**config.mk**
```make
export PLATFORM = sky130hd
export DESIGN_NAME = io_port_decode
export DESIGN_NICKNAME = d
export VERILOG_FILES = /design/src/hdl/soc_bus_pkg.sv /design/src/hdl/io_port_decode.sv
export SDC_FILE = /design/constraint.sdc
export NUM_CORES = 1
export LEC_CHECK = 0
export ABC_CLOCK_PERIOD_IN_PS = 1060
export BUFFER_PORTS_ARGS = -buffer_cell sky130_fd_sc_hd__buf_4
export CORE_UTILIZATION = 35
export DETAILED_ROUTE_END_ITERATION = 6
export HOLD_SLACK_MARGIN = 0.08
export PLACE_DENSITY_LB_ADDON = 0.08
export SLEW_MARGIN = 20
export SYNTH_ARGS = -nofsm -noshare
export SYNTH_HDL_FRONTEND = slang
export SYNTH_SLANG_ARGS = --single-unit
```
**constraint.sdc**
```tcl
create_clock -name sys_clk -period 1.06 [get_ports sys_clk]
set_input_delay 0.053 -clock sys_clk [delete_from_list [all_inputs] [get_ports sys_clk]]
set_output_delay 0.053 -clock sys_clk [all_outputs]
set_load 0.05 [all_outputs]
```
**src/hdl/soc_bus_pkg.sv**
```systemverilog
// Shared bus widths, I/O port map and arbiter state, referenced by scoped names
`default_nettype none

package soc_bus_pkg;

    // Word address, byte address bit 0 is implied by bytesel
    typedef logic [19:1] word_addr_t;

    typedef logic [15:0] bus_data_t;

    // Bit 0 selects the low byte
    typedef logic [1:0] bytesel_t;

    // I/O port byte address
    typedef logic [15:0] io_port_t;

    localparam io_port_t leds_port = 16'hfffe;
    localparam io_port_t bios_ctrl_port = 16'hffec;

    // Top address bits of the BIOS window FC000-FFFFF
    localparam logic [5:0] bios_window_tag = 6'b111111;

    // Memory arbiter grant state
    typedef enum logic [1:0] {
        arb_idle,
        arb_serve_data,
        arb_serve_instr
    } arb_state_e;

endpackage

`default_nettype wire

```
**src/hdl/io_port_decode.sv**
```systemverilog
// I/O port decoder holding the LED and BIOS control registers, acks unknown ports with zero
`default_nettype none
`timescale 1ns/1ns

module io_port_decode #(
    parameter int num_leds = 8
) (
    input wire sys_clk,
    input wire reset,
    input wire access,
    input wire soc_bus_pkg::word_addr_t addr,
    input wire soc_bus_pkg::bus_data_t wdata,
    input wire wr_en,
    input wire soc_bus_pkg::bytesel_t bytesel,
    output soc_bus_pkg::bus_data_t rdata,
    output logic ack,
    output logic [num_leds-1:0] leds,
    output logic bios_enabled
);

    soc_bus_pkg::io_port_t port;
    soc_bus_pkg::bus_data_t rdata_r;
    soc_bus_pkg::bus_data_t read_val;
    logic leds_sel;
    logic bios_ctrl_sel;
    logic fresh;
    logic lane_write;
    logic ack_r;

    assign port = {addr[15:1], 1'b0};
    assign leds_sel = port == soc_bus_pkg::leds_port;
    assign bios_ctrl_sel = port == soc_bus_pkg::bios_ctrl_port;

    assign fresh = access & ~ack_r;
    assign lane_write = fresh & wr_en & bytesel[0];   // Registers live in the low byte

    always_comb begin
        if (leds_sel)
            read_val = soc_bus_pkg::bus_data_t'(leds);
        else if (bios_ctrl_sel)
            read_val = soc_bus_pkg::bus_data_t'(bios_enabled);
        else
            read_val = '0;                              // Default responder
    end

    always_ff @(posedge sys_clk) begin
        if (reset) begin
            ack_r <= 1'b0;
            leds <= '0;
            bios_enabled <= 1'b1;                        // Boot from BIOS
        end else begin
            ack_r <= fresh;
            if (lane_write && leds_sel)
                leds <= wdata[num_leds-1:0];
            if (lane_write && bios_ctrl_sel)
                bios_enabled <= wdata[0];
        end
    end

    always_ff @(posedge sys_clk) begin
        if (fresh)
            rdata_r <= read_val;
    end

    assign ack = ack_r;
    assign rdata = rdata_r;

endmodule

`default_nettype wire

```
Yosys cells after proc, flatten, opt, wreduce, memory -nomap -nowiden
Cells that the tools add are included.
Widths: inputs -> output; s select.
{"block": "totals", "ff_bits": 26, "in_bits": 41, "out_inout_bits": 26, "word_cells": 15}
{"block": "classes", "eq_ne": 2, "n_mux": 2, "bitwise_logic": 4, "n_reduce_logical": 2}
{"operator": "$eq 15x15->1 const B", "count": 2}
{"operator": "$mux 8", "count": 1}
{"operator": "$and 1x1->1", "count": 3}
{"operator": "$logic_and 1x1->1", "count": 2}
{"operator": "$mux 1", "count": 1}
{"operator": "$not 1->1", "count": 1}

Depth between registers and ports, before layout
{"block": "logic_depth", "ltp_word": 5, "ltp_mapped": 4, "ltp_nobuf": 4}

Worst setup path after synthesis
No wires, ideal clock.
{"block": "synth_path", "path_kind": "flip-flop to flip-flop", "start": "reg ack_r (netlist: ack)", "end": "reg leds[0]", "setup_ns": 0.121, "arrival_time_ns": 1.271, "setup_slack_ns": -0.332, "path_stages_with_launch": 5, "n_path_buf": 0, "synth_period_minus_slack_ns": 1.392, "cell_sequence": "dfxtp_1 -> nand4b_1 -> nor4_4 -> nand2_4 -> mux2i_1"}
{"block": "synth_between", "elab_chain_cells": 5}
{"element": "from (decl)", "line": "io_port_decode.sv:28", "rtl": "logic ack_r;"}
{"element": "from (signal assigned)", "line": "io_port_decode.sv:52", "rtl": "ack_r <= fresh;"}
{"element": "$not 1->1", "line": "io_port_decode.sv:34", "rtl": "assign fresh = access & ~ack_r;"}
{"element": "$and 1x1->1", "line": "io_port_decode.sv:34"}
{"element": "$and 1x1->1 (2 in series)", "line": "io_port_decode.sv:35", "rtl": "assign lane_write = fresh & wr_en & bytesel[0];"}
{"element": "$logic_and 1x1->1", "line": "io_port_decode.sv:53", "rtl": "if (lane_write && leds_sel)"}
{"element": "to (signal assigned)", "line": "io_port_decode.sv:54", "rtl": "leds <= wdata[num_leds-1:0];"}
{"element": "to (decl)", "line": "io_port_decode.sv:17", "rtl": "output logic [num_leds-1:0] leds,"}
No other way between the ends.
A chain may end at the register's enable or synchronous reset.

Final worst setup path
{"block": "layout_path", "start": "reg ack_r (netlist: ack)", "end": "reg leds[7]"}
Same word-level chain as after synthesis.

==> impl_metrics.py <==
metrics = {
    "floorplanning": {
        "ioPinCount": 67,
        "initial_utilization_pct": 38.2,
        "num_rows": 17,
        "die_w_um": 52.1,
        "core_area_um2": 2300,
        "dieArea_um2": 2710,
        "fp.dieH_um": 52.1,
    },
    "run": {
        "maxCapViolations": 0,
    },
    "finish": {
        "synthToLayoutAreaGrowth_pct": 55.0,
        "stdcell_count": 165,
        "nets": 179,
        "diodes": 0,
        "drive_gt1_share_pct": 41.6,
        "fin_util_pct": 59.3,
    },
    "clock_tree": {
        "post-cts-setup-buffers": 0,
        "clk_latency_ps": 280,
        "cts.path.max_buffers": 2,
        "cts_tree": "done",
        "ctsRootBufferMaster": "clkbuf_4",
        "cts.sinks": 18,
        "clk_pin_slew_ps": 90,
        "htreeDepth": 1,
        "numCtsBuffers": 3,
    },
    "worst_setup_path": {
        "crit_arrival_ps": 1430,
        "path_cells": "nand4b_1 > nor4_4 > nand2_4 > mux2i_1",
        "critical_path_class": "register to register",
        "crit_fanout": 8,
        "cp_slowest_cell": "dfxtp_4",
        "endpoint_kind": "register",
        "crit_family": "simple AND/OR/NAND/NOR gates",
        "cp_num_buf_inv": 0,
        "worstPathRequired_ps": 1240,
        "critPathMaxStageDelay_ps": 350,
        "startpoint_type": "register",
    },
    "sta": {
        "tns_ps": -1670,
        "finalSetupViolCount": 9,
        "finalHoldViolations": 0,
        "finalMaxSlewViolations": 0,
        "period_minus_slack_ps": 1260,
        "fin_crit_sh_pct": 118,
        "clock_skew_ps": 1.19,
        "fmax_mhz": 796,
        "rsz0062_at_grt": "yes",
        "setup_slack_ps": -196,
    },
    "routing": {
        "drtIter0Drc": 6,
        "ant_nets": 0,
        "wl_um": 1760,
        "avgRoutedWirePerCell_um": 10.6,
        "drcViolationCount": 0,
        "vias_per_cell": 4.44,
        "dr.pass1.iters": 3,
        "vias": 732,
    },
    "yosys": {
        "syn_inst": 79,
        "syn_area_per_cell_um2": 11.1,
        "ys_warn_count": 0,
        "synth.distinct_cells": 24,
        "syn-cell-area_um2": 878,
        "synth-seq-cells": 18,
        "seq_area_frac_synth_pct": 50.1,
    },
    "global_routing": {
        "grt_overflow": 0,
        "grt_pass1_wl_um": 2540,
        "track_usage_pct": 12.8,
        "antenna_found_initial": 0,
        "grt_pass1_vias": 629,
        "grt_max_degree": 20,
    },
    "placement": {
        "io_buffers": 45,
        "dp.cells": 151,
        "place.gp.congestion": 0.675,
        "hpwlAfterDp_um": 1370,
    },
    "power": {
        "leakage_nw": 0.669,
        "ir_drop_mv": 0.696,
        "finalPower_mw": 1.39,
        "p_per_area_nw_per_um2": 1020,
    },
    "status": {
        "violations": "setup timing",
        "outcome": "complete, but fails checks",
    },
    "worst_hold_path": {
        "hold_path_class": "input port to register",
    },
}
worst reg2reg max path, cell delays in order (launching register included):
cell      delay [ps]
dfxtp_4          350
nand4b_1         220
nor4_4           270
nand2_4          160
mux2i_1          150
synthesized netlist by cell type (all sizes together):
cell type | n | area, um2
nand2b | 16 | 100
dfxtp | 10 | 200
buf | 8 | 60.1
edfxtp | 8 | 240
mux2i | 8 | 80.1
and2 | 7 | 43.8
nor2 | 3 | 13.8
and3 | 2 | 12.5
clkbuf | 2 | 7.51
nand2 | 2 | 15.0
nand4 | 2 | 18.8
nor2b | 2 | 12.5
a211oi | 1 | 7.51
a22oi | 1 | 7.51
a31oi | 1 | 6.26
conb | 1 | 3.75
nand3 | 1 | 5.00
nand4b | 1 | 8.76
nor3b | 1 | 7.51
nor4 | 1 | 21.3
or3 | 1 | 6.26
layout make-up:
| cell class | instances | area [um2] |
|---|---|---|
| fillers | 211 | 936 |
| repair buffers | 57 | 452 |
| flip-flops and latches | 18 | 444 |
| multi-input cells | 58 | 404 |
| well taps | 28 | 35.0 |
| clock buffers | 4 | 26.3 |
cell families after synthesis:
family                 share of synthesized area (%)
AND/OR/NAND/NOR                                 30.2
flip-flops                                      50.1
AO/OA/AOI/OAI                                   2.42
buffers and inverters                           7.69
other                                          0.427
multiplexers                                    9.12
worst paths after layout:
check | slack (ps) | from | cells after the start | end
max reg2reg | -200 | ack$_SDFF_PP0_ | 4 | leds[7]$_SDFFE_PP0P_
min reg2reg | 500 | leds[0]$_SDFFE_PP0P_ | 2 | leds[0]$_SDFFE_PP0P_
max | -200 | ack$_SDFF_PP0_ | 4 | leds[7]$_SDFFE_PP0P_
min | 90 | addr[0] | 3 | bios_enabled$_SDFFE_PP1P_
metal layers:
layer	global-route usage, %	wire (um)
met2	23.1	938
met5	0	0
met1	14.3	731
met4	6.76	12
met3	1.75	74
per-stage QoR:
stage / cell area, um2 / hold slack, ps / worst slack [ps]
final: 1360 / 88.4 / -196
after global routing: 1360 / 90.5 / -259
after CTS: 1350 / 85.2 / -216
after detailed placement: 1230 / 323 / -203
after global placement: 1230 / 317 / -177
after floorplan: 908 / 205 / -189
power breakdown:
part | switching, mW | total, mW | internal, mW | leakage, nW
sequential | 0.00474 | 0.742 | 0.737 | 0.162
clock | 0.189 | 0.335 | 0.146 | 0.0150
combinational | 0.175 | 0.310 | 0.135 | 0.493
total | 0.369 | 1.39 | 1.02 | 0.669
flip-flops by register name, summed over array words and instances, names as in the netlist:
signal	cells
leds	8
rdata	8
ack	1
bios_enabled	1
placed cells by master (no fill, tap or decap), types with 2 or more instances in the layout:
cell type      instances
mux2i_1                8
conb_1                 8
and2_1                 7
nor2_1                 2
nand2b_1              16
clkbuf_4               3
dlygate4sd3_1          9
buf_4                 46
and3_1                 2
edfxtp_1               8
dfxtp_1                9
timing repair:
action | CTS | global route
endpoints found under the setup margin | 9 | 17
cloned | 0 | 1
hold buffers | 9 | 0
hold endpoints to repair | 9 | 0
gates resized for setup | 0 | 4
(Power assumes the default switching activity.)
