[config.mk]
export PLATFORM = sky130hd
export DESIGN_NAME = mem_region_decode_flat
export DESIGN_NICKNAME = d
export VERILOG_FILES = /design/src/hdl/soc_bus_pkg.sv /design/src/hdl/mem_bus_if.sv /design/src/hdl/mem_region_decode.sv /design/src/flat_wrapper.sv
export SDC_FILE = /design/constraint.sdc
export NUM_CORES = 1
export LEC_CHECK = 0
export BUFFER_PORTS_ARGS = -buffer_cell sky130_fd_sc_hd__buf_2
export CAP_MARGIN = 20
export CORE_AREA = 2 2 66 68
export DETAILED_ROUTE_END_ITERATION = 12
export DIE_AREA = 0 0 68 70
export PLACE_DENSITY = 0.72
export SKIP_LAST_GASP = 1
export SYNTH_ARGS = -nofsm -noshare
export SYNTH_HDL_FRONTEND = slang
export SYNTH_SLANG_ARGS = --single-unit
[constraint.sdc]
create_clock -name vclk -period 0.8
set_input_delay 0.04 -clock vclk [all_inputs]
set_output_delay 0.04 -clock vclk [all_outputs]
set_load 0.02 [all_outputs]
[src/hdl/soc_bus_pkg.sv]
// Shared bus widths, I/O port map and arbiter state, referenced by scoped names
`default_nettype none

package soc_bus_pkg;

    // Word address, byte address bit 0 is implied by bytesel
    typedef logic [19:1] word_addr_t;

    typedef logic [15:0] bus_data_t;

    // Bit 0 selects the low byte
    typedef logic [1:0] bytesel_t;

    // I/O port byte address
    typedef logic [15:0] io_port_t;

    localparam io_port_t leds_port = 16'hfffe;
    localparam io_port_t bios_ctrl_port = 16'hffec;

    // Top address bits of the BIOS window FC000-FFFFF
    localparam logic [5:0] bios_window_tag = 6'b111111;

    // Memory arbiter grant state
    typedef enum logic [1:0] {
        arb_idle,
        arb_serve_data,
        arb_serve_instr
    } arb_state_e;

endpackage

`default_nettype wire

[src/hdl/mem_bus_if.sv]
// One memory bus with the hold-until-ack handshake, used between fabric blocks
`default_nettype none
`timescale 1ns/1ns

interface mem_bus_if;

    soc_bus_pkg::word_addr_t addr;
    soc_bus_pkg::bus_data_t wdata;
    soc_bus_pkg::bus_data_t rdata;   // Valid in the ack cycle only
    logic access;                    // Held until ack
    logic ack;                       // One-cycle pulse
    logic wr_en;
    soc_bus_pkg::bytesel_t bytesel;

    modport requester (
        output addr, wdata, access, wr_en, bytesel,
        input rdata, ack
    );

    modport responder (
        input addr, wdata, access, wr_en, bytesel,
        output rdata, ack
    );

endinterface

`default_nettype wire

[src/hdl/mem_region_decode.sv]
// Routes the arbitrated memory bus to the BIOS RAM or main RAM and merges the replies
`default_nettype none
`timescale 1ns/1ns

module mem_region_decode #(
    parameter int bios_words = 8192
) (
    input wire bios_enabled,
    mem_bus_if.responder shared_bus,
    mem_bus_if.requester bios_bus,
    mem_bus_if.requester ram_bus
);

    localparam int bios_bits = $clog2(bios_words);
    localparam int tag_bits = $bits(soc_bus_pkg::bios_window_tag);

    logic in_window;
    logic bios_sel;

    assign in_window = shared_bus.addr[19 -: tag_bits] == soc_bus_pkg::bios_window_tag;
    assign bios_sel = bios_enabled & in_window;

    assign bios_bus.access = shared_bus.access & bios_sel;
    assign bios_bus.addr = soc_bus_pkg::word_addr_t'(shared_bus.addr[bios_bits:1]);
    assign bios_bus.wdata = shared_bus.wdata;
    assign bios_bus.wr_en = shared_bus.wr_en;
    assign bios_bus.bytesel = shared_bus.bytesel;

    assign ram_bus.access = shared_bus.access & ~bios_sel;
    assign ram_bus.addr = shared_bus.addr;          // RAM wraps it by its own size
    assign ram_bus.wdata = shared_bus.wdata;
    assign ram_bus.wr_en = shared_bus.wr_en;
    assign ram_bus.bytesel = shared_bus.bytesel;

    // Pick read data by who acked, so a BIOS toggle mid-access stays consistent
    assign shared_bus.ack = bios_bus.ack | ram_bus.ack;
    assign shared_bus.rdata = bios_bus.ack ? bios_bus.rdata : ram_bus.rdata;

endmodule

`default_nettype wire

[src/flat_wrapper.sv]
// flat-port wrapper written by rule: the top's interface ports become plain ports
module mem_region_decode_flat 
#(
    parameter int bios_words = 8192
)
  (bios_enabled, shared_bus_addr, shared_bus_wdata, shared_bus_access, shared_bus_wr_en, shared_bus_bytesel, shared_bus_rdata, shared_bus_ack, bios_bus_addr, bios_bus_wdata, bios_bus_access, bios_bus_wr_en, bios_bus_bytesel, bios_bus_rdata, bios_bus_ack, ram_bus_addr, ram_bus_wdata, ram_bus_access, ram_bus_wr_en, ram_bus_bytesel, ram_bus_rdata, ram_bus_ack);
  mem_bus_if shared_bus_i ();
  mem_bus_if bios_bus_i ();
  mem_bus_if ram_bus_i ();
  input wire bios_enabled;
  input wire logic [$bits(shared_bus_i.addr)-1:0] shared_bus_addr;
  input wire logic [$bits(shared_bus_i.wdata)-1:0] shared_bus_wdata;
  input wire logic [$bits(shared_bus_i.access)-1:0] shared_bus_access;
  input wire logic [$bits(shared_bus_i.wr_en)-1:0] shared_bus_wr_en;
  input wire logic [$bits(shared_bus_i.bytesel)-1:0] shared_bus_bytesel;
  output wire logic [$bits(shared_bus_i.rdata)-1:0] shared_bus_rdata;
  output wire logic [$bits(shared_bus_i.ack)-1:0] shared_bus_ack;
  output wire logic [$bits(bios_bus_i.addr)-1:0] bios_bus_addr;
  output wire logic [$bits(bios_bus_i.wdata)-1:0] bios_bus_wdata;
  output wire logic [$bits(bios_bus_i.access)-1:0] bios_bus_access;
  output wire logic [$bits(bios_bus_i.wr_en)-1:0] bios_bus_wr_en;
  output wire logic [$bits(bios_bus_i.bytesel)-1:0] bios_bus_bytesel;
  input wire logic [$bits(bios_bus_i.rdata)-1:0] bios_bus_rdata;
  input wire logic [$bits(bios_bus_i.ack)-1:0] bios_bus_ack;
  output wire logic [$bits(ram_bus_i.addr)-1:0] ram_bus_addr;
  output wire logic [$bits(ram_bus_i.wdata)-1:0] ram_bus_wdata;
  output wire logic [$bits(ram_bus_i.access)-1:0] ram_bus_access;
  output wire logic [$bits(ram_bus_i.wr_en)-1:0] ram_bus_wr_en;
  output wire logic [$bits(ram_bus_i.bytesel)-1:0] ram_bus_bytesel;
  input wire logic [$bits(ram_bus_i.rdata)-1:0] ram_bus_rdata;
  input wire logic [$bits(ram_bus_i.ack)-1:0] ram_bus_ack;
  assign shared_bus_i.addr = shared_bus_addr;
  assign shared_bus_i.wdata = shared_bus_wdata;
  assign shared_bus_i.access = shared_bus_access;
  assign shared_bus_i.wr_en = shared_bus_wr_en;
  assign shared_bus_i.bytesel = shared_bus_bytesel;
  assign shared_bus_rdata = shared_bus_i.rdata;
  assign shared_bus_ack = shared_bus_i.ack;
  assign bios_bus_addr = bios_bus_i.addr;
  assign bios_bus_wdata = bios_bus_i.wdata;
  assign bios_bus_access = bios_bus_i.access;
  assign bios_bus_wr_en = bios_bus_i.wr_en;
  assign bios_bus_bytesel = bios_bus_i.bytesel;
  assign bios_bus_i.rdata = bios_bus_rdata;
  assign bios_bus_i.ack = bios_bus_ack;
  assign ram_bus_addr = ram_bus_i.addr;
  assign ram_bus_wdata = ram_bus_i.wdata;
  assign ram_bus_access = ram_bus_i.access;
  assign ram_bus_wr_en = ram_bus_i.wr_en;
  assign ram_bus_bytesel = ram_bus_i.bytesel;
  assign ram_bus_i.rdata = ram_bus_rdata;
  assign ram_bus_i.ack = ram_bus_ack;
  mem_region_decode #(.bios_words(bios_words)) u_core (.bios_enabled(bios_enabled), .shared_bus(shared_bus_i), .bios_bus(bios_bus_i), .ram_bus(ram_bus_i));
endmodule
---- Word level (Yosys, flattened, before mapping) ----
Index checks and enable logic that the tools add are counted.
word-level totals
  register bits ........................... 0
  logic and storage cells ................. 7
  input port bits ......................... 74
  output and inout bits ................... 95
cells by class
  equal/unequal tests ..................... 1
  bitwise gates (word level) .............. 5
  multiplexer cells ....................... 1
operator list
  operator                               number
  2-to-1 mux 16 bit                      1
  == test 6 bit (second input constant)  1
  bitwise AND 1 bit                      3
  inverter 1 bit                         1
  bitwise OR 1 bit                       1

---- Logic depth before layout (Yosys ltp) ----
  word-level depth ........................ 4
  mapped depth ............................ 3
  mapped depth without buffers ............ 2

---- Least setup slack after synthesis ----
OpenSTA, ideal clock, no wires.
  kind .................................... input port to output port
  start point ............................. in bios_enabled
  end point ............................... out bios_bus_access
  path buffers ............................ 0
  stages .................................. 2
  arrival ................................. 0.648 ns
  required time ........................... 0.760 ns
  path slack .............................. 0.112 ns
  path through ............................ nand4_1 > nor3_1
on the way
  cells in the longest elaborated chain, start to end .. 2
RTL lines
  element             line                     text
  start: declaration  flat_wrapper.sv:10       input wire bios_enabled;
  bitwise AND 1 bit   mem_region_decode.sv:21  assign bios_sel = bios_enabled & in_window;
  bitwise AND 1 bit   mem_region_decode.sv:23  assign bios_bus.access = shared_bus.access & bios_sel;
  end: declaration    flat_wrapper.sv:20       output wire logic [$bits(bios_bus_i.access)-1:0] bios_bus_access;
No other way between the ends.

---- Final worst setup path ----
  start point ............................. in bios_bus_ack
  end point ............................... out shared_bus_rdata[11]
on the way
  cells in the longest elaborated chain, start to end .. 1
RTL lines
  element             line                     text
  start: declaration  flat_wrapper.sv:24       input wire logic [$bits(bios_bus_i.ack)-1:0] bios_bus_ack;
  2-to-1 mux 16 bit   mem_region_decode.sv:37  assign shared_bus.rdata = bios_bus.ack ? bios_bus.rdata : ram_bus.rdata;
  end: declaration    flat_wrapper.sv:16       output wire logic [$bits(shared_bus_i.rdata)-1:0] shared_bus_rdata;
No other way between the ends.

==> key figures <==
Outcome
  – Status: finished, final reports clean

Critical path
  – WP buf/inv: 3
  – Crit-path slowest cell: mux2_4
  – Crit-path max FO: 6
  – Critical path class: input pin to primary output
  – CP delay by family, top: buffers and inverters
  – Worst setup EP type: primary output
  – CP Data Required Time: 0.76 ns
  – CP peak stage delay: 0.29 ns
  – Setup crit start: bios_bus_ack
  – Startpoint Class: input pin
  – Crit path DAT: 0.74 ns
  – Crit path cell chain: buf_8 > buf_12 > mux2_4 > buf_2

Timing
  – Crit path setup slack, layout: 0.0191 ns
  – Setup TNS Final: 0 ns
  – Final Hold Fails: 0
  – Fin crit share: 97.6%
  – Highest clock rate: 1280 MHz
  – Hold Slack: 0.0800 ns
  – Max-slew violations: 0
  – Period minus WS final: 0.781 ns
  – Final setup vio count: 0
  – RSZ-0062 raised after global routing: no

Detailed routing
  – Top Metal Used: met4
  – Post-DR vias/cell: 3.53
  – Routed wire per std cell: 10.8 microns
  – # DRC: 0
  – Met3 Wirelength: 338 microns
  – Met2 Wirelength: 854 microns
  – Wire length on met1: 423 microns
  – TritonRoute pass-1 iters: 2
  – Final wirelength: 1630 microns
  – DRT antenna net count: 0
  – Via Count: 529
  – DR iter-0 viols: 1

Die
  – Die Y: 70 microns
  – Core Region: 4140 sq um
  – Die area: 4760 sq um
  – Site Rows: 24
  – Top Ports: 169
  – Die width: 68 microns
  – Starting Density: 20.6%

Logic synthesis
  – Post-synthesis cell count: 101
  – Share of the yosys chip area belonging to registers: 0%
  – Avg Cell Area, Syn: 8.45 sq um
  – Distinct cells, synth: 12
  – Cell Area, Synth: 853 sq um
  – Ys Warns: 0

GRT
  – Number of global-route vias before repair: 505
  – First-pass GRT wire length: 2040 microns
  – GRT overflow: 0
  – Initial antenna violation count: 0
  – Largest net degree at the start of global routing: 7
  – GRT Util Overall: 5.42%

Cells and area
  – N_diodes: 0
  – Area of the multi-input gates: 267 sq um
  – Fillers: 462
  – Layout Area Growth over Synthesis: -6.74%
  – FFs & Latches: 0
  – Layout cells sized above 1: 87.8%
  – Nets: 174
  – Clock buffer count in the final layout: 0
  – Commonest non-fill, non-tap cell in the layout: buf_2
  – Register area: 0 sq um
  – Most frequent cells in the layout: 57 x buf_2, 10 x buf_6, 9 x mux2_4, 7 x mux2_2, 6 x conb_1

Pwr
  – Maximum VDD drop: 0.127 mV
  – Power per cell area: 669 nW/um^2
  – Leakage: 0.447 nW

Place
  – IO Port Bufs: 67
  – Gpl congestion: 0.647
  – Dpl ws: -0.0408 ns
  – HPWL Detailed: 1320 microns

Clock tree
  – Post-CTS Hold Fix Bufs: 0

Worst hold path
  – Hold path depth: 0
  – Worst min-delay path endpoint: bios_bus_bytesel[1]
  – Worst hold path type: input pin to primary output
  – Worst hold start: shared_bus_bytesel[1]

Flow run
  – MaxCap Viol Count: 0
[repair_timing]
item                                    in CTS  in global routing
pin swaps                                    0                  0
resized for setup                           14                  9
buffers inserted                             0                  0
cloned                                       1                  0
endpoints found under the setup margin      15                  7
[metrics by stage]
step           instance area [sq um]  utilization, %  power, mW  cells
2_1_floorplan                    872               -      0.785    106
3_3_place_gp                     698            16.8      0.451    149
5_1_grt                          796            19.2      0.571    150
3_5_place_dp                     698            16.8      0.457    149
4_1_cts                          767            18.5      0.509    150
6_report                         796            19.2      0.533    150
[area by class of cell]
cell class,count,share of cell area [%]
multi-input combinational,27,33.5
tap,52,8.18
inverter,1,0.472
timing repair buffer,70,57.9
[synth_stat cells]
cell,instances,area share [%]
buf_4,76,67
or2_1,1,0.73
nor3_1,1,0.59
nand4_1,1,0.73
mux2_2,7,9.2
nand3_1,1,0.59
conb_1,1,0.44
inv_1,1,0.44
buf_6,1,1.3
o21a_1,1,0.88
mux2_4,9,16
buf_12,1,2.3
[routing by layer]
| layer | vias to the layer above | global-route usage (%) |
|---|---|---|
| met2 | 56 | 10.7 |
| met5 | - | 0 |
| met4 | 0 | 0.889 |
| met3 | 4 | 3.38 |
| li1 | 233 | - |
| met1 | 236 | 4.30 |
[report_power, final]
group,switching [mW],leakage [nW],internal (mW)
Combinational,0.248,0.447,0.284
Clock,0,0,0
Sequential,0,0,0
Total,0.248,0.447,0.284
[worst max-delay path by stage]
| stage | slack [ns] | end | cells after the start |
|---|---|---|---|
| 6_report | 0.02 | shared_bus_rdata[11] | 4 |
| 5_1_grt | 0.0003 | shared_bus_rdata[1] | 4 |
| 4_1_cts | -0.0002 | shared_bus_rdata[15] | 4 |
| 3_5_place_dp | -0.04 | shared_bus_rdata[15] | 4 |
| 3_3_place_gp | -0.03 | shared_bus_rdata[1] | 4 |
| 2_1_floorplan | 0.11 | bios_bus_access | 2 |
[logic make-up (layout without fill, tap and decap cells)]
kind of cell,count (synthesis),in the layout,synth area share [%]
AOI/OAI and AO/OA,1,1,0.880
buffers and inverters,79,71,71.0
muxes,16,16,25.1
other,1,6,0.439
and+or+nand+nor,4,4,2.64
(Power assumes the default switching activity.)
