<file path="src/hdl/soc_bus_pkg.sv">
// Shared bus widths, I/O port map and arbiter state, referenced by scoped names
`default_nettype none

package soc_bus_pkg;

    // Word address, byte address bit 0 is implied by bytesel
    typedef logic [19:1] word_addr_t;

    typedef logic [15:0] bus_data_t;

    // Bit 0 selects the low byte
    typedef logic [1:0] bytesel_t;

    // I/O port byte address
    typedef logic [15:0] io_port_t;

    localparam io_port_t leds_port = 16'hfffe;
    localparam io_port_t bios_ctrl_port = 16'hffec;

    // Top address bits of the BIOS window FC000-FFFFF
    localparam logic [5:0] bios_window_tag = 6'b111111;

    // Memory arbiter grant state
    typedef enum logic [1:0] {
        arb_idle,
        arb_serve_data,
        arb_serve_instr
    } arb_state_e;

endpackage

`default_nettype wire

</file>
<file path="src/hdl/mem_bus_if.sv">
// One memory bus with the hold-until-ack handshake, used between fabric blocks
`default_nettype none
`timescale 1ns/1ns

interface mem_bus_if;

    soc_bus_pkg::word_addr_t addr;
    soc_bus_pkg::bus_data_t wdata;
    soc_bus_pkg::bus_data_t rdata;   // Valid in the ack cycle only
    logic access;                    // Held until ack
    logic ack;                       // One-cycle pulse
    logic wr_en;
    soc_bus_pkg::bytesel_t bytesel;

    modport requester (
        output addr, wdata, access, wr_en, bytesel,
        input rdata, ack
    );

    modport responder (
        input addr, wdata, access, wr_en, bytesel,
        output rdata, ack
    );

endinterface

`default_nettype wire

</file>
<file path="src/hdl/mem_arbiter.sv">
// Fixed-priority arbiter sharing one memory bus between the data and instruction buses
`default_nettype none
`timescale 1ns/1ns

module mem_arbiter (
    input wire sys_clk,
    input wire reset,
    mem_bus_if.responder instr_bus,
    mem_bus_if.responder data_bus,
    mem_bus_if.requester shared_bus
);

    soc_bus_pkg::arb_state_e state;
    soc_bus_pkg::arb_state_e next_state;
    logic serve_data;
    logic serve_instr;

    assign serve_data = state == soc_bus_pkg::arb_serve_data;
    assign serve_instr = state == soc_bus_pkg::arb_serve_instr;

    always_comb begin
        next_state = state;
        case (state)
            soc_bus_pkg::arb_idle: begin
                if (data_bus.access)         // Data wins a tie
                    next_state = soc_bus_pkg::arb_serve_data;
                else if (instr_bus.access)
                    next_state = soc_bus_pkg::arb_serve_instr;
            end
            soc_bus_pkg::arb_serve_data,
            soc_bus_pkg::arb_serve_instr: begin
                if (shared_bus.ack)
                    next_state = soc_bus_pkg::arb_idle;
            end
            default: next_state = soc_bus_pkg::arb_idle;
        endcase
    end

    always_ff @(posedge sys_clk) begin
        if (reset)
            state <= soc_bus_pkg::arb_idle;
        else
            state <= next_state;
    end

    // Forward the granted requester
    always_comb begin
        shared_bus.access = (serve_data & data_bus.access) |
                            (serve_instr & instr_bus.access);
        if (serve_instr) begin
            shared_bus.addr = instr_bus.addr;
            shared_bus.wdata = instr_bus.wdata;
            shared_bus.wr_en = 1'b0;         // Fetches are always full-word reads
            shared_bus.bytesel = 2'b11;
        end else begin
            shared_bus.addr = data_bus.addr;
            shared_bus.wdata = data_bus.wdata;
            shared_bus.wr_en = data_bus.wr_en;
            shared_bus.bytesel = data_bus.bytesel;
        end
    end

    // Response goes back to the granted side only
    assign data_bus.ack = serve_data & shared_bus.ack;
    assign instr_bus.ack = serve_instr & shared_bus.ack;
    assign data_bus.rdata = serve_data ? shared_bus.rdata : '0;
    assign instr_bus.rdata = serve_instr ? shared_bus.rdata : '0;

endmodule

`default_nettype wire

</file>
<file path="src/flat_wrapper.sv">
// flat-port wrapper written by rule: the top's interface ports become plain ports
module mem_arbiter_flat 
  (sys_clk, reset, instr_bus_addr, instr_bus_wdata, instr_bus_access, instr_bus_wr_en, instr_bus_bytesel, instr_bus_rdata, instr_bus_ack, data_bus_addr, data_bus_wdata, data_bus_access, data_bus_wr_en, data_bus_bytesel, data_bus_rdata, data_bus_ack, shared_bus_addr, shared_bus_wdata, shared_bus_access, shared_bus_wr_en, shared_bus_bytesel, shared_bus_rdata, shared_bus_ack);
  mem_bus_if instr_bus_i ();
  mem_bus_if data_bus_i ();
  mem_bus_if shared_bus_i ();
  input wire sys_clk;
  input wire reset;
  input wire logic [$bits(instr_bus_i.addr)-1:0] instr_bus_addr;
  input wire logic [$bits(instr_bus_i.wdata)-1:0] instr_bus_wdata;
  input wire logic [$bits(instr_bus_i.access)-1:0] instr_bus_access;
  input wire logic [$bits(instr_bus_i.wr_en)-1:0] instr_bus_wr_en;
  input wire logic [$bits(instr_bus_i.bytesel)-1:0] instr_bus_bytesel;
  output wire logic [$bits(instr_bus_i.rdata)-1:0] instr_bus_rdata;
  output wire logic [$bits(instr_bus_i.ack)-1:0] instr_bus_ack;
  input wire logic [$bits(data_bus_i.addr)-1:0] data_bus_addr;
  input wire logic [$bits(data_bus_i.wdata)-1:0] data_bus_wdata;
  input wire logic [$bits(data_bus_i.access)-1:0] data_bus_access;
  input wire logic [$bits(data_bus_i.wr_en)-1:0] data_bus_wr_en;
  input wire logic [$bits(data_bus_i.bytesel)-1:0] data_bus_bytesel;
  output wire logic [$bits(data_bus_i.rdata)-1:0] data_bus_rdata;
  output wire logic [$bits(data_bus_i.ack)-1:0] data_bus_ack;
  output wire logic [$bits(shared_bus_i.addr)-1:0] shared_bus_addr;
  output wire logic [$bits(shared_bus_i.wdata)-1:0] shared_bus_wdata;
  output wire logic [$bits(shared_bus_i.access)-1:0] shared_bus_access;
  output wire logic [$bits(shared_bus_i.wr_en)-1:0] shared_bus_wr_en;
  output wire logic [$bits(shared_bus_i.bytesel)-1:0] shared_bus_bytesel;
  input wire logic [$bits(shared_bus_i.rdata)-1:0] shared_bus_rdata;
  input wire logic [$bits(shared_bus_i.ack)-1:0] shared_bus_ack;
  assign instr_bus_i.addr = instr_bus_addr;
  assign instr_bus_i.wdata = instr_bus_wdata;
  assign instr_bus_i.access = instr_bus_access;
  assign instr_bus_i.wr_en = instr_bus_wr_en;
  assign instr_bus_i.bytesel = instr_bus_bytesel;
  assign instr_bus_rdata = instr_bus_i.rdata;
  assign instr_bus_ack = instr_bus_i.ack;
  assign data_bus_i.addr = data_bus_addr;
  assign data_bus_i.wdata = data_bus_wdata;
  assign data_bus_i.access = data_bus_access;
  assign data_bus_i.wr_en = data_bus_wr_en;
  assign data_bus_i.bytesel = data_bus_bytesel;
  assign data_bus_rdata = data_bus_i.rdata;
  assign data_bus_ack = data_bus_i.ack;
  assign shared_bus_addr = shared_bus_i.addr;
  assign shared_bus_wdata = shared_bus_i.wdata;
  assign shared_bus_access = shared_bus_i.access;
  assign shared_bus_wr_en = shared_bus_i.wr_en;
  assign shared_bus_bytesel = shared_bus_i.bytesel;
  assign shared_bus_i.rdata = shared_bus_rdata;
  assign shared_bus_i.ack = shared_bus_ack;
  mem_arbiter u_core (.sys_clk(sys_clk), .reset(reset), .instr_bus(instr_bus_i), .data_bus(data_bus_i), .shared_bus(shared_bus_i));
endmodule
</file>
<file path="config.mk">
export PLATFORM = sky130hd
export DESIGN_NAME = mem_arbiter_flat
export DESIGN_NICKNAME = d
export VERILOG_FILES = /design/src/hdl/soc_bus_pkg.sv /design/src/hdl/mem_bus_if.sv /design/src/hdl/mem_arbiter.sv /design/src/flat_wrapper.sv
export SDC_FILE = /design/constraint.sdc
export NUM_CORES = 1
export LEC_CHECK = 0
export BUFFER_PORTS_ARGS = -buffer_cell sky130_fd_sc_hd__buf_2
export CORE_MARGIN = 4
export CORE_UTILIZATION = 26
export DETAILED_ROUTE_END_ITERATION = 6
export HOLD_SLACK_MARGIN = 0.12
export PLACE_DENSITY_LB_ADDON = 0.1
export SLEW_MARGIN = 20
export SYNTH_ARGS = -nofsm -noshare
export SYNTH_HDL_FRONTEND = slang
export SYNTH_SLANG_ARGS = --single-unit
</file>
<file path="constraint.sdc">
create_clock -name sys_clk -period 1.6 [get_ports sys_clk]
set_input_delay 0.16 -clock sys_clk [delete_from_list [all_inputs] [get_ports sys_clk]]
set_output_delay 0.16 -clock sys_clk [all_outputs]
set_load 0.05 [all_outputs]
</file>
# == Word level (Yosys, flattened, before mapping) ==
# Index checks and enable logic that the tools add are counted.
# word_totals
register_bits,2
in_bits,97
wordCells,23
# op_classes
eq_ne,4
n_mux,10
bitwise,5
n_reduce_logical,3
# ops
cell,n
2-to-1 mux 16 bit,3
2-to-1 mux 19 bit,1
2-to-1 mux 2 bit,4
AND 1 bit,4
one-hot mux 2 bit (2 select lines),1
"!= test 3 bit, second input constant",1
"equality test 2 x 1 -> 1 bit, second input constant",1
"equality test 2 bit, second input constant",1
logical NOT 2 bit,1
"!= test 2 bit, second input constant",1
AND reduction 2 bit,1
OR reduction 2 bit,1
2-to-1 mux 1 bit,1
OR 1 bit,1

# == Longest topological paths before layout ==
# Gate-level depths: netlist of run 1.
# depth
word_depth,4
depth_mapped,5
ltp_nobuf,5

# == Worst setup path after synthesis of run 1 ==
# OpenSTA, ideal clock, no wires.
# synth_timing
path_kind,reg-to-output
from,register u_core.state[0]
to,output port shared_bus_wr_en
t_arrival_ns,1.577
required_ns,1.440
path_slack_ns,-0.137
path_stages_with_launch,6
path_buffers,2
cell_sequence,dfxtp_1 > inv_1 > ha_1 > buf_6 > buf_6 > nor2b_1
# synth_via
elab_chain_cells,2
# synth_lines
item,line_no,rtl
from (decl),mem_arbiter.sv:13,soc_bus_pkg::arb_state_e state;
from (signal assigned),mem_arbiter.sv:41,state <= soc_bus_pkg::arb_idle;
from (signal assigned),mem_arbiter.sv:43,state <= next_state;
equality test 2 bit,mem_arbiter.sv:19,assign serve_instr = state == soc_bus_pkg::arb_serve_instr;
2-to-1 mux 1 bit,mem_arbiter.sv:50,if (serve_instr) begin
to (decl),flat_wrapper.sv:26,output wire logic [$bits(shared_bus_i.wr_en)-1:0] shared_bus_wr_en;
# Every way passes these cells.

# == Worst setup path in the final report of run 1 ==
# layout_timing
from,register u_core.state[0]
to,output port shared_bus_wdata[14]
# layout_via
elab_chain_cells,2
# layout_lines
item,line_no,rtl
equality test 2 bit,mem_arbiter.sv:19,
2-to-1 mux 16 bit,mem_arbiter.sv:50,
to (decl),flat_wrapper.sv:24,output wire logic [$bits(shared_bus_i.wdata)-1:0] shared_bus_wdata;
# Every way passes these cells.

==> results of run 1 <==
-- critical path: cells and delay by family (launching register included) --
| kind | cells | cell delay [ps] |
|---|---|---|
| fa+ha+maj | 1 | 160 |
| flops | 1 | 320 |
| mux | 1 | 310 |
| buf+inv | 3 | 480 |
-- cell families after synthesis --
kind of cell / synth area share
mux: 0.514
simple gates: 0.287
flops: 0.0449
compound gates: 0.0379
fa+ha+maj: 0.0562
buf+inv: 0.0604
-- power groups by stage --
stage / sequential (uW) / clock (uW) / combinational [uW]
finish: 61.0 / 125 / 1340
detailed placement: 59.1 / 0 / 1060
global route: 61.4 / 140 / 1400
CTS: 61.0 / 125 / 1290
floorplan: 59.4 / 0 / 785
global placement: 59.1 / 0 / 1060
-- cell usage after synthesis --
library cell | n | area share
dfxtp_1 | 2 | 0.045
buf_6 | 3 | 0.038
nor2b_1 | 1 | 0.0070
nand2b_1 | 3 | 0.021
and2_1 | 34 | 0.24
inv_1 | 2 | 0.0084
a22o_1 | 1 | 0.0098
a21o_1 | 1 | 0.0084
clkbuf_1 | 2 | 0.0084
mux2_2 | 18 | 0.23
mux2_4 | 17 | 0.29
ha_1 | 4 | 0.056
a21oi_1 | 2 | 0.011
or2_2 | 2 | 0.014
a211oi_1 | 1 | 0.0084
nand3_1 | 1 | 0.0056
buf_2 | 1 | 0.0056
-- per-layer routing --
layer | vias up | wire [um] | global-route usage
met5 | - | 0 | 0
met4 | 0 | 19 | 0.0228
met3 | 2 | 538 | 0.0691
met2 | 88 | 2730 | 0.384
met1 | 605 | 1600 | 0.210
li1 | 673 | - | -
-- final cells by class --
class / count / area (sq um) / share of cell area
Sequential cell: 2 / 42.5 / 0.0180
Tap cell: 44 / 55.1 / 0.0233
Timing Repair Buffer: 177 / 1360 / 0.575
Multi-Input combinational cell: 85 / 875 / 0.370
Inverter: 2 / 10.0 / 0.00423
Clock buffer: 3 / 22.5 / 0.00952
-- repair_timing --
| action | CTS | global route |
|---|---|---|
| buffers inserted | 3 | 0 |
| gates resized for setup | 106 | 39 |
| endpoints found under the hold margin | 2 | 0 |
| gates cloned | 2 | 0 |
| pin swaps | 1 | 2 |
| hold buffers | 1 | 0 |
| setup endpoints to repair | 70 | 61 |
-- how the worst min path moves through the flow --
stage | start | end | slack (ps) | cells past startpoint
finish | data_bus_access | u_core.state[0] | 200 | 3
global route | data_bus_access | u_core.state[0] | 210 | 3
CTS | data_bus_access | u_core.state[0] | 210 | 3
detailed placement | reset | u_core.state[1] | 350 | 2
global placement | reset | u_core.state[0] | 350 | 2
floorplan | reset | u_core.state[0] | 230 | 1
-- per-stage QoR --
step | total power [uW] | hold slack, ps | cell area [sq um]
5_1_grt | 1600 | 210 | 2360
6_report | 1530 | 205 | 2360
3_5_place_dp | 1120 | 347 | 1810
2_1_floorplan | 845 | 229 | 893
4_1_cts | 1470 | 210 | 2270
3_3_place_gp | 1120 | 350 | 1810
==> results.md, run 1 <==
* Sw Share at 0.532
* Number of port buffers at 166
* Clock buffer depth at 2
* Fill count at between 200 and 250
* Net count, final at about 370
* DRT Pass-1 Iters at 3
* GP Congestion at 0.653
* RSZ-0062 raised after global routing: yes
* Commonest non-fill, non-tap cell in the layout: buf_2
* Final non-filler cell total at roughly 310
* Root buf cell: clkbuf_4
* First-pass GRT wire length at a little under 7 mm
* Max H-tree Level at 1
* Worst setup EP type: primary output
* Antenna violations before repair at 0
* Mean post-synth cell area at 9.38 sq um
* Wire per inst at about 16 um
* Die area at around 0.0044 sq mm
* Via/cell ratio at 4.37
* Post-Route WL at around 4.9 mm
* Pwr dens at 648 mW/mm^2
* Crit path capture: shared_bus_wdata[14]
* Worst Path Required at roughly 1400 ps
* Max stage delay on crit path at around 320 ps
* DRT antenna net count at 0
* Critical path type: reg2out
* Crit share post-route at 1.04
* Largest net degree at the start of global routing at 19
* Most frequent cells in the layout: buf_2, buf_6, and2_1, mux2_4
* Max Clk Rate at about 0.60 GHz
* Final hold viol count at 0
* Die Wd at roughly 67 um
* Setup WS pre-CTS at just under 60 ps
* Setup violations, final at 36
* Layout cell share with drive strength beyond 1 at 0.848
* Worst slew pin tran at 256 ps
* Seq pwr share at 0.040
* Yosys reg bits at 2
* # diodes at 0
* Synth unique cells at 17
* All-Layer GR Usage at 0.199
* Worst-path cell chain: inv_2 > ha_4 > bufbuf_16 > mux2_4 > buf_6
* Logic gate share of total power at 0.878
* Cts bufs inserted at 3
* Mapped Cells at 95
* I/O pin total at 170
* Fin crit period at between 1500 and 2000 ps
* Peak VDD IR at between 0.4 and 0.5 mV
* Reg2reg end: u_core.state[1]
* R2R Path Start: u_core.state[0]
* Die height at between 60 and 70 um
* Psw at slightly above 800 uW
* # clock sinks at 2
* # DRC at 0
* Violated checks: negative setup slack
* GR Overflow Total at 0
* Placed cell count at 305
* CORE AREA at about 0.0032 sq mm
* Critical path origin: u_core.state[0]
* Crit path DAT at approximately 1500 ps
* Max capacitance violation total at 0
* Yosys warning count at 0
* Number of vias in the routed layout at 1368
* Outcome: complete, but fails checks
* Critical Path Start Type: flop
* Pleak at between 0.001 and 0.0015 uW
* Syn Nets at between 150 and 200
* Worst Hold Class: in2reg
* Initial core utilization at 0.283
* Clock share of power at 0.082
* Max transition margin at 0.830
* Seq/Total Area, Yosys at 0.0449
* Worst R2R Path Depth at 6
* CP max FO at 8
* Util after Layout at 0.750
* Initial DRC Count at 70
* P_int at 717 uW
* Max-slew violation count at 0
* Regs by FF count: u_core.state: 2 flops
* Slowest CP cell: dfxtp_2
* CTS tree: done
* Final worst slack at -70.1 ps
* Vias in the first global route at ~1400
* Largest register FFs at 2
* Synth-to-Final Area Change at 165%
* Flop2flop setup slack at around 280 ps
* Rows at 20
* Post-Syn Area at around 900 sq um
* Clk Latency, worst-skew pair at ~240 ps
* Clk pin slew, worst setup/hold paths at 30 ps
* Sum Neg Setup Slack at -1740 ps
* Largest reg by FF count: u_core.state
* Final Skew at around 0.34 ps
(Power assumes the default switching activity.)
==> run 2, diff against run 1 <==
==> constraint.sdc (replaced) <==
create_clock -name sys_clk -period 1.8 [get_ports sys_clk]
set_input_delay 0.18 -clock sys_clk [delete_from_list [all_inputs] [get_ports sys_clk]]
set_output_delay 0.18 -clock sys_clk [all_outputs]
set_load 0.05 [all_outputs]
==> run 2 against run 1 <==
Against the previous run: the flow now finishes without violations; power is 29% lower; cell count shrank 1.9%; combinational power shrank 30%; non-clock buffer count down 6; setup slack better by 150 ps; hold slack got worse by 68 ps; flip-flop and latch count stayed put; critical path type unchanged; largest power group unchanged.
==> results.md, run 2 (synthesized netlist as in run 1, its figures left out) <==
* Pwr dens at slightly below 600 mW/mm^2
* Final Skew at about 2.2 ps
* Max H-tree Level at 1
* Met1 Track Usage GR at 0.162
* Flop2flop setup slack at ~540 ps
* Clk pin slew, worst setup/hold paths at approximately 30 ps
* Max capacitance violation total at 0
* Buffers & Inverters on Critical Path at 2
* Clock buffer depth at 2
* Initial DRC Count at 40
* Hold Crit Depth at 2
* First-pass GRT wire length at ~5.4 mm
* Die Wd at around 67 um
* Largest net degree at the start of global routing at 21
* Worst Path Required at between 1500 and 2000 ps
* # diodes at 0
* Layout cell share with drive strength beyond 1 at 0.810
* CORE AREA at ~0.0032 sq mm
* # clock sinks at 2
* Gr busiest metal: met2
* Initial core utilization at 0.283
* Max stage delay on crit path at roughly 400 ps
* Met2 Usage GRT at 0.290
* Most frequent cells in the layout: buf_2, and2_1, mux2_2, mux2_4
* Fin crit period at roughly 1700 ps
* CTS tree: done
* Antenna violations before repair at 0
* Regs by FF count: u_core.state: 2 flops
* Largest register FFs at 2
* Hold path start: reset
* Number of port buffers at roughly 170
* Worst R2R Path Depth at 5
* Max Clk Rate at roughly 0.58 GHz
* Final HPWL DP at around 3.5 mm
* R2R Path Start: u_core.state[1]
* Final hold slack at ~140 ps
* Rows at 20
* GP Congestion at roughly 0.68
* Final worst slack at ~80 ps
* Total power at about 1100 uW
* Commonest non-fill, non-tap cell in the layout: buf_2
* Wire per inst at approximately 13 um
* Max-slew violation count at 0
* Final hold viol count at 0
* Setup violations, final at 0
* Die area at 0.00443 sq mm
* Fill count at 320
* Cts bufs inserted at 3
* Reg2reg end: u_core.state[1]
* Slowest CP cell: dfxtp_1
* Crit path DAT at 1540 ps
* Die height at approximately 67 um
* Vias in the first global route at approximately 1200
* Worst slew pin tran at 268 ps
* CP max FO at 20
* Critical Path Start Type: flop
* Net count, final at roughly 370
* Outcome: completed
* Number of vias in the routed layout at 1250
* Worst-path cell chain: ha_4 > buf_12 > mux2_2 > buf_2
* # DRC at 0
* Pleak at ~0.0011 uW
* Critical path type: reg2out
* DRT antenna net count at 0
* Grt met3 use at 0.0523
* Crit share post-route at 0.956
* Worst hold endpoint: u_core.state[1]
* GR Overflow Total at 0
* Root buf cell: clkbuf_4
* DRT Pass-1 Iters at 2
* Worst Hold Class: in2reg
* Post-CTS Hold Buffers at 0
* Peak VDD IR at 0.311 mV
* RSZ-0062 raised after global routing: no
* Largest reg by FF count: u_core.state
* Synth-to-Final Area Change at 105%
* Post-Route WL at ~3.8 mm
* Via/cell ratio at slightly above 4
* Clk Latency, worst-skew pair at about 220 ps
* Max transition margin at 0.822
* I/O pin total at 170
* Setup WS pre-CTS at between 200 and 250 ps
* Worst setup EP type: primary output
* Sum Neg Setup Slack at 0 ps
* Delay-heaviest family, CP: flip-flops
* All-Layer GR Usage at 0.151
==> run 2: worst reg2reg max path, delay by kind of cell (launching register included) <==
family | cells | cell delay [ps]
flops | 1 | 400
fa+ha+maj | 1 | 270
compound gates | 2 | 270
simple gates | 1 | 140
buf+inv | 1 | 90
==> run 2: what timing repair did <==
action                                  in CTS  in global routing
gates resized for setup                      2                  0
buffers inserted                             0                  0
endpoints found under the setup margin      28                  0
==> run 2: final cells by class <==
cell class | instances | area, sq um | share of cell area
timing repair buffer | 171 | 893 | 0.489
multi-input combinational | 85 | 810 | 0.443
tap | 44 | 55.1 | 0.0301
sequential | 2 | 40.0 | 0.0219
clock buffer | 3 | 22.5 | 0.0123
inverter | 2 | 7.51 | 0.00411
==> run 2: stage by stage <==
step	instance area (sq um)	util	std cells
3_3_place_gp	1800	0.569	304
2_1_floorplan	891	-	95
6_report	1830	0.580	307
3_5_place_dp	1800	0.569	304
5_1_grt	1830	0.580	307
4_1_cts	1830	0.580	307
==> run 2: worst max path at each step <==
stage	end	cells past startpoint	startpoint	slack, ps
final	shared_bus_addr[11]	4	u_core.state[1]	80
after CTS	shared_bus_addr[12]	4	u_core.state[1]	60
after floorplan	shared_bus_wr_en	5	u_core.state[0]	40
after detailed placement	shared_bus_addr[12]	5	u_core.state[0]	200
after global routing	shared_bus_addr[12]	4	u_core.state[1]	8
after global placement	shared_bus_addr[8]	5	u_core.state[0]	210
==> run 2: metal layers <==
layer,up-vias,routed length [um]
met4,0,0
met5,-,0
li1,663,-
met2,79,1990
met1,508,1350
met3,0,500
==> run 2: power breakdown <==
part | internal (uW) | switching (uW) | leakage [uW] | total, uW
Combinational | 313 | 622 | 0.00108 | 935
Clock | 73.4 | 24.2 | 0.0000138 | 97.6
Sequential | 49.5 | 4.73 | 0.0000165 | 54.3
Total | 436 | 651 | 0.00111 | 1090
==> run 3, diff against run 2 <==
--- a/config.mk
+++ b/config.mk
@@ -5,10 +5,11 @@
 export SDC_FILE = /design/constraint.sdc
 export NUM_CORES = 1
 export LEC_CHECK = 0
-export BUFFER_PORTS_ARGS = -buffer_cell sky130_fd_sc_hd__buf_2
+export BUFFER_PORTS_ARGS = -buffer_cell sky130_fd_sc_hd__clkbuf_2
 export CORE_MARGIN = 4
 export CORE_UTILIZATION = 26
 export DETAILED_ROUTE_END_ITERATION = 6
+export GPL_TIMING_DRIVEN = 1
 export HOLD_SLACK_MARGIN = 0.12
 export PLACE_DENSITY_LB_ADDON = 0.1
 export SLEW_MARGIN = 20
==> run 3 against run 2 <==
Against the previous run: global-route usage up 0.45 points; routed wire length up 2.0%; critical path depth up 1; critical endpoint is now shared_bus_wdata[15]; largest power group unchanged; highest routed layer unchanged.
==> results.md, run 3 (synthesized netlist as in run 1, its figures left out) <==
* Seq pwr share at 0.050
* Buffers & Inverters on Critical Path at 3
* Total power at between 1000 and 1500 uW
* Regs by FF count: u_core.state: 2 flops
* Critical Path Start Type: flop
* Post-Route WL at around 3.9 mm
* Clock share of power at 0.089
* Cts bufs inserted at 3
* Final worst slack at approximately 74 ps
* DRT Pass-1 Iters at 2
* Largest reg by FF count: u_core.state
* Sum Neg Setup Slack at 0 ps
* Max stage delay on crit path at roughly 350 ps
* Final HPWL DP at between 3 and 4 mm
* Worst Path Required at approximately 1600 ps
* # resized after CTS at 21
* Largest register FFs at 2
* Hold path start: reset
* First-pass GRT wire length at approximately 5.6 mm
* Net count, final at approximately 370
* Psw at 660 uW
* Die area at about 0.0044 sq mm
* Number of vias in the routed layout at between 1000 and 1500
* Logic gate share of total power at 0.861
* Worst Hold Class: in2reg
* Clk pin slew, worst setup/hold paths at 30 ps
* Die Wd at between 60 and 70 um
* # diodes at 0
* Most frequent cells in the layout: clkbuf_2, and2_1, clkbuf_4, mux2_2, mux2_4
* RSZ-0062 raised after global routing: no
* Setup WS pre-CTS at approximately 180 ps
* Layout cell share with drive strength beyond 1 at 0.814
* Critical path type: reg2out
* All-Layer GR Usage at 0.156
* Vias in the first global route at roughly 1200
* I/O pin total at 170
* Final hold slack at roughly 140 ps
* Die height at ~67 um
* Max Clk Rate at 0.579 GHz
* R2R Path Start: u_core.state[1]
* # clock sinks at 2
* Largest net degree at the start of global routing at 22
* Worst-path cell chain: inv_2 > ha_4 > buf_12 > mux2_2 > clkbuf_4
* CTS tree: done
* Synth-to-Final Area Change at 110%
* Fin crit period at roughly 1700 ps
* Placed cell count at around 300
* Outcome: completed
* Setup bufs post-CTS at 0
* Root buf cell: clkbuf_4
* Post-CTS Hold Buffers at 0
* Antenna violations before repair at 0
* Slowest CP cell: mux2_2
* GR Overflow Total at 0
* Crit share post-route at 0.959
* Pleak at approximately 0.0011 uW
* Final non-filler cell total at 308
* Worst slew pin tran at between 300 and 400 ps
* Max capacitance violation total at 0
* Initial DRC Count at 23
* Peak VDD IR at between 0.4 and 0.5 mV
* Final hold viol count at 0
* Commonest non-fill, non-tap cell in the layout: clkbuf_2
* Crit path DAT at about 1600 ps
* P_int at ~450 uW
* GP Congestion at between 0.6 and 0.7
* Setup violations, final at 0
* Pwr dens at around 590 mW/mm^2
* Rows at 20
* Max-slew violation count at 0
* Max transition margin at 0.799
* Initial core utilization at 0.283
* Final Skew at 0.579 ps
* Clk Latency, worst-skew pair at 220 ps
* Via/cell ratio at roughly 4.3
* Clock buffer depth at 2
* # DRC at 0
* Sw Share at 0.594
* Number of port buffers at around 170
* Delay-heaviest family, CP: buffers and inverters
* Critical path origin: u_core.state[0]
* Max H-tree Level at 1
* DRT antenna net count at 0
* Flop2flop setup slack at ~560 ps
* CP max FO at 21
* CORE AREA at roughly 0.0032 sq mm
* Worst setup EP type: primary output
* Wire per inst at roughly 13 um
run 3: metal layers:
metal	up-vias	GRT usage	routed length [um]
li1	662	-	-
met1	582	0.171	1380
met2	81	0.299	2050
met3	0	0.0472	483
met4	0	0.0152	0
met5	-	0	0
run 3: per-stage QoR:
step,util,cell area (sq um)
finish,0.594,1870
global route,0.594,1870
detailed placement,0.568,1790
floorplan,-,891
CTS,0.594,1870
global placement,0.568,1790
run 3: final cells by class:
class / count / area [sq um]
clock buffer: 3 / 22.5
fill: 317 / 1280
inverter: 2 / 7.51
multi-input combinational: 85 / 810
sequential: 2 / 41.3
tap: 44 / 55.1
timing repair buffer: 172 / 937
run 3: worst paths after layout:
check                           depth (start not counted)                   end
worst max-delay path                                    5  shared_bus_wdata[15]
worst min-delay path                                    2       u_core.state[1]
worst min register to register                          2       u_core.state[1]
worst max register to register                          5       u_core.state[1]
run 3: power groups by stage:
stage | clock [uW] | combinational (uW) | sequential (uW)
2_1_floorplan | 0 | 697 | 52.8
3_3_place_gp | 0 | 935 | 53.6
3_5_place_dp | 0 | 941 | 53.5
4_1_cts | 104 | 966 | 54.3
5_1_grt | 112 | 1010 | 55.0
6_report | 99.3 | 957 | 55.1
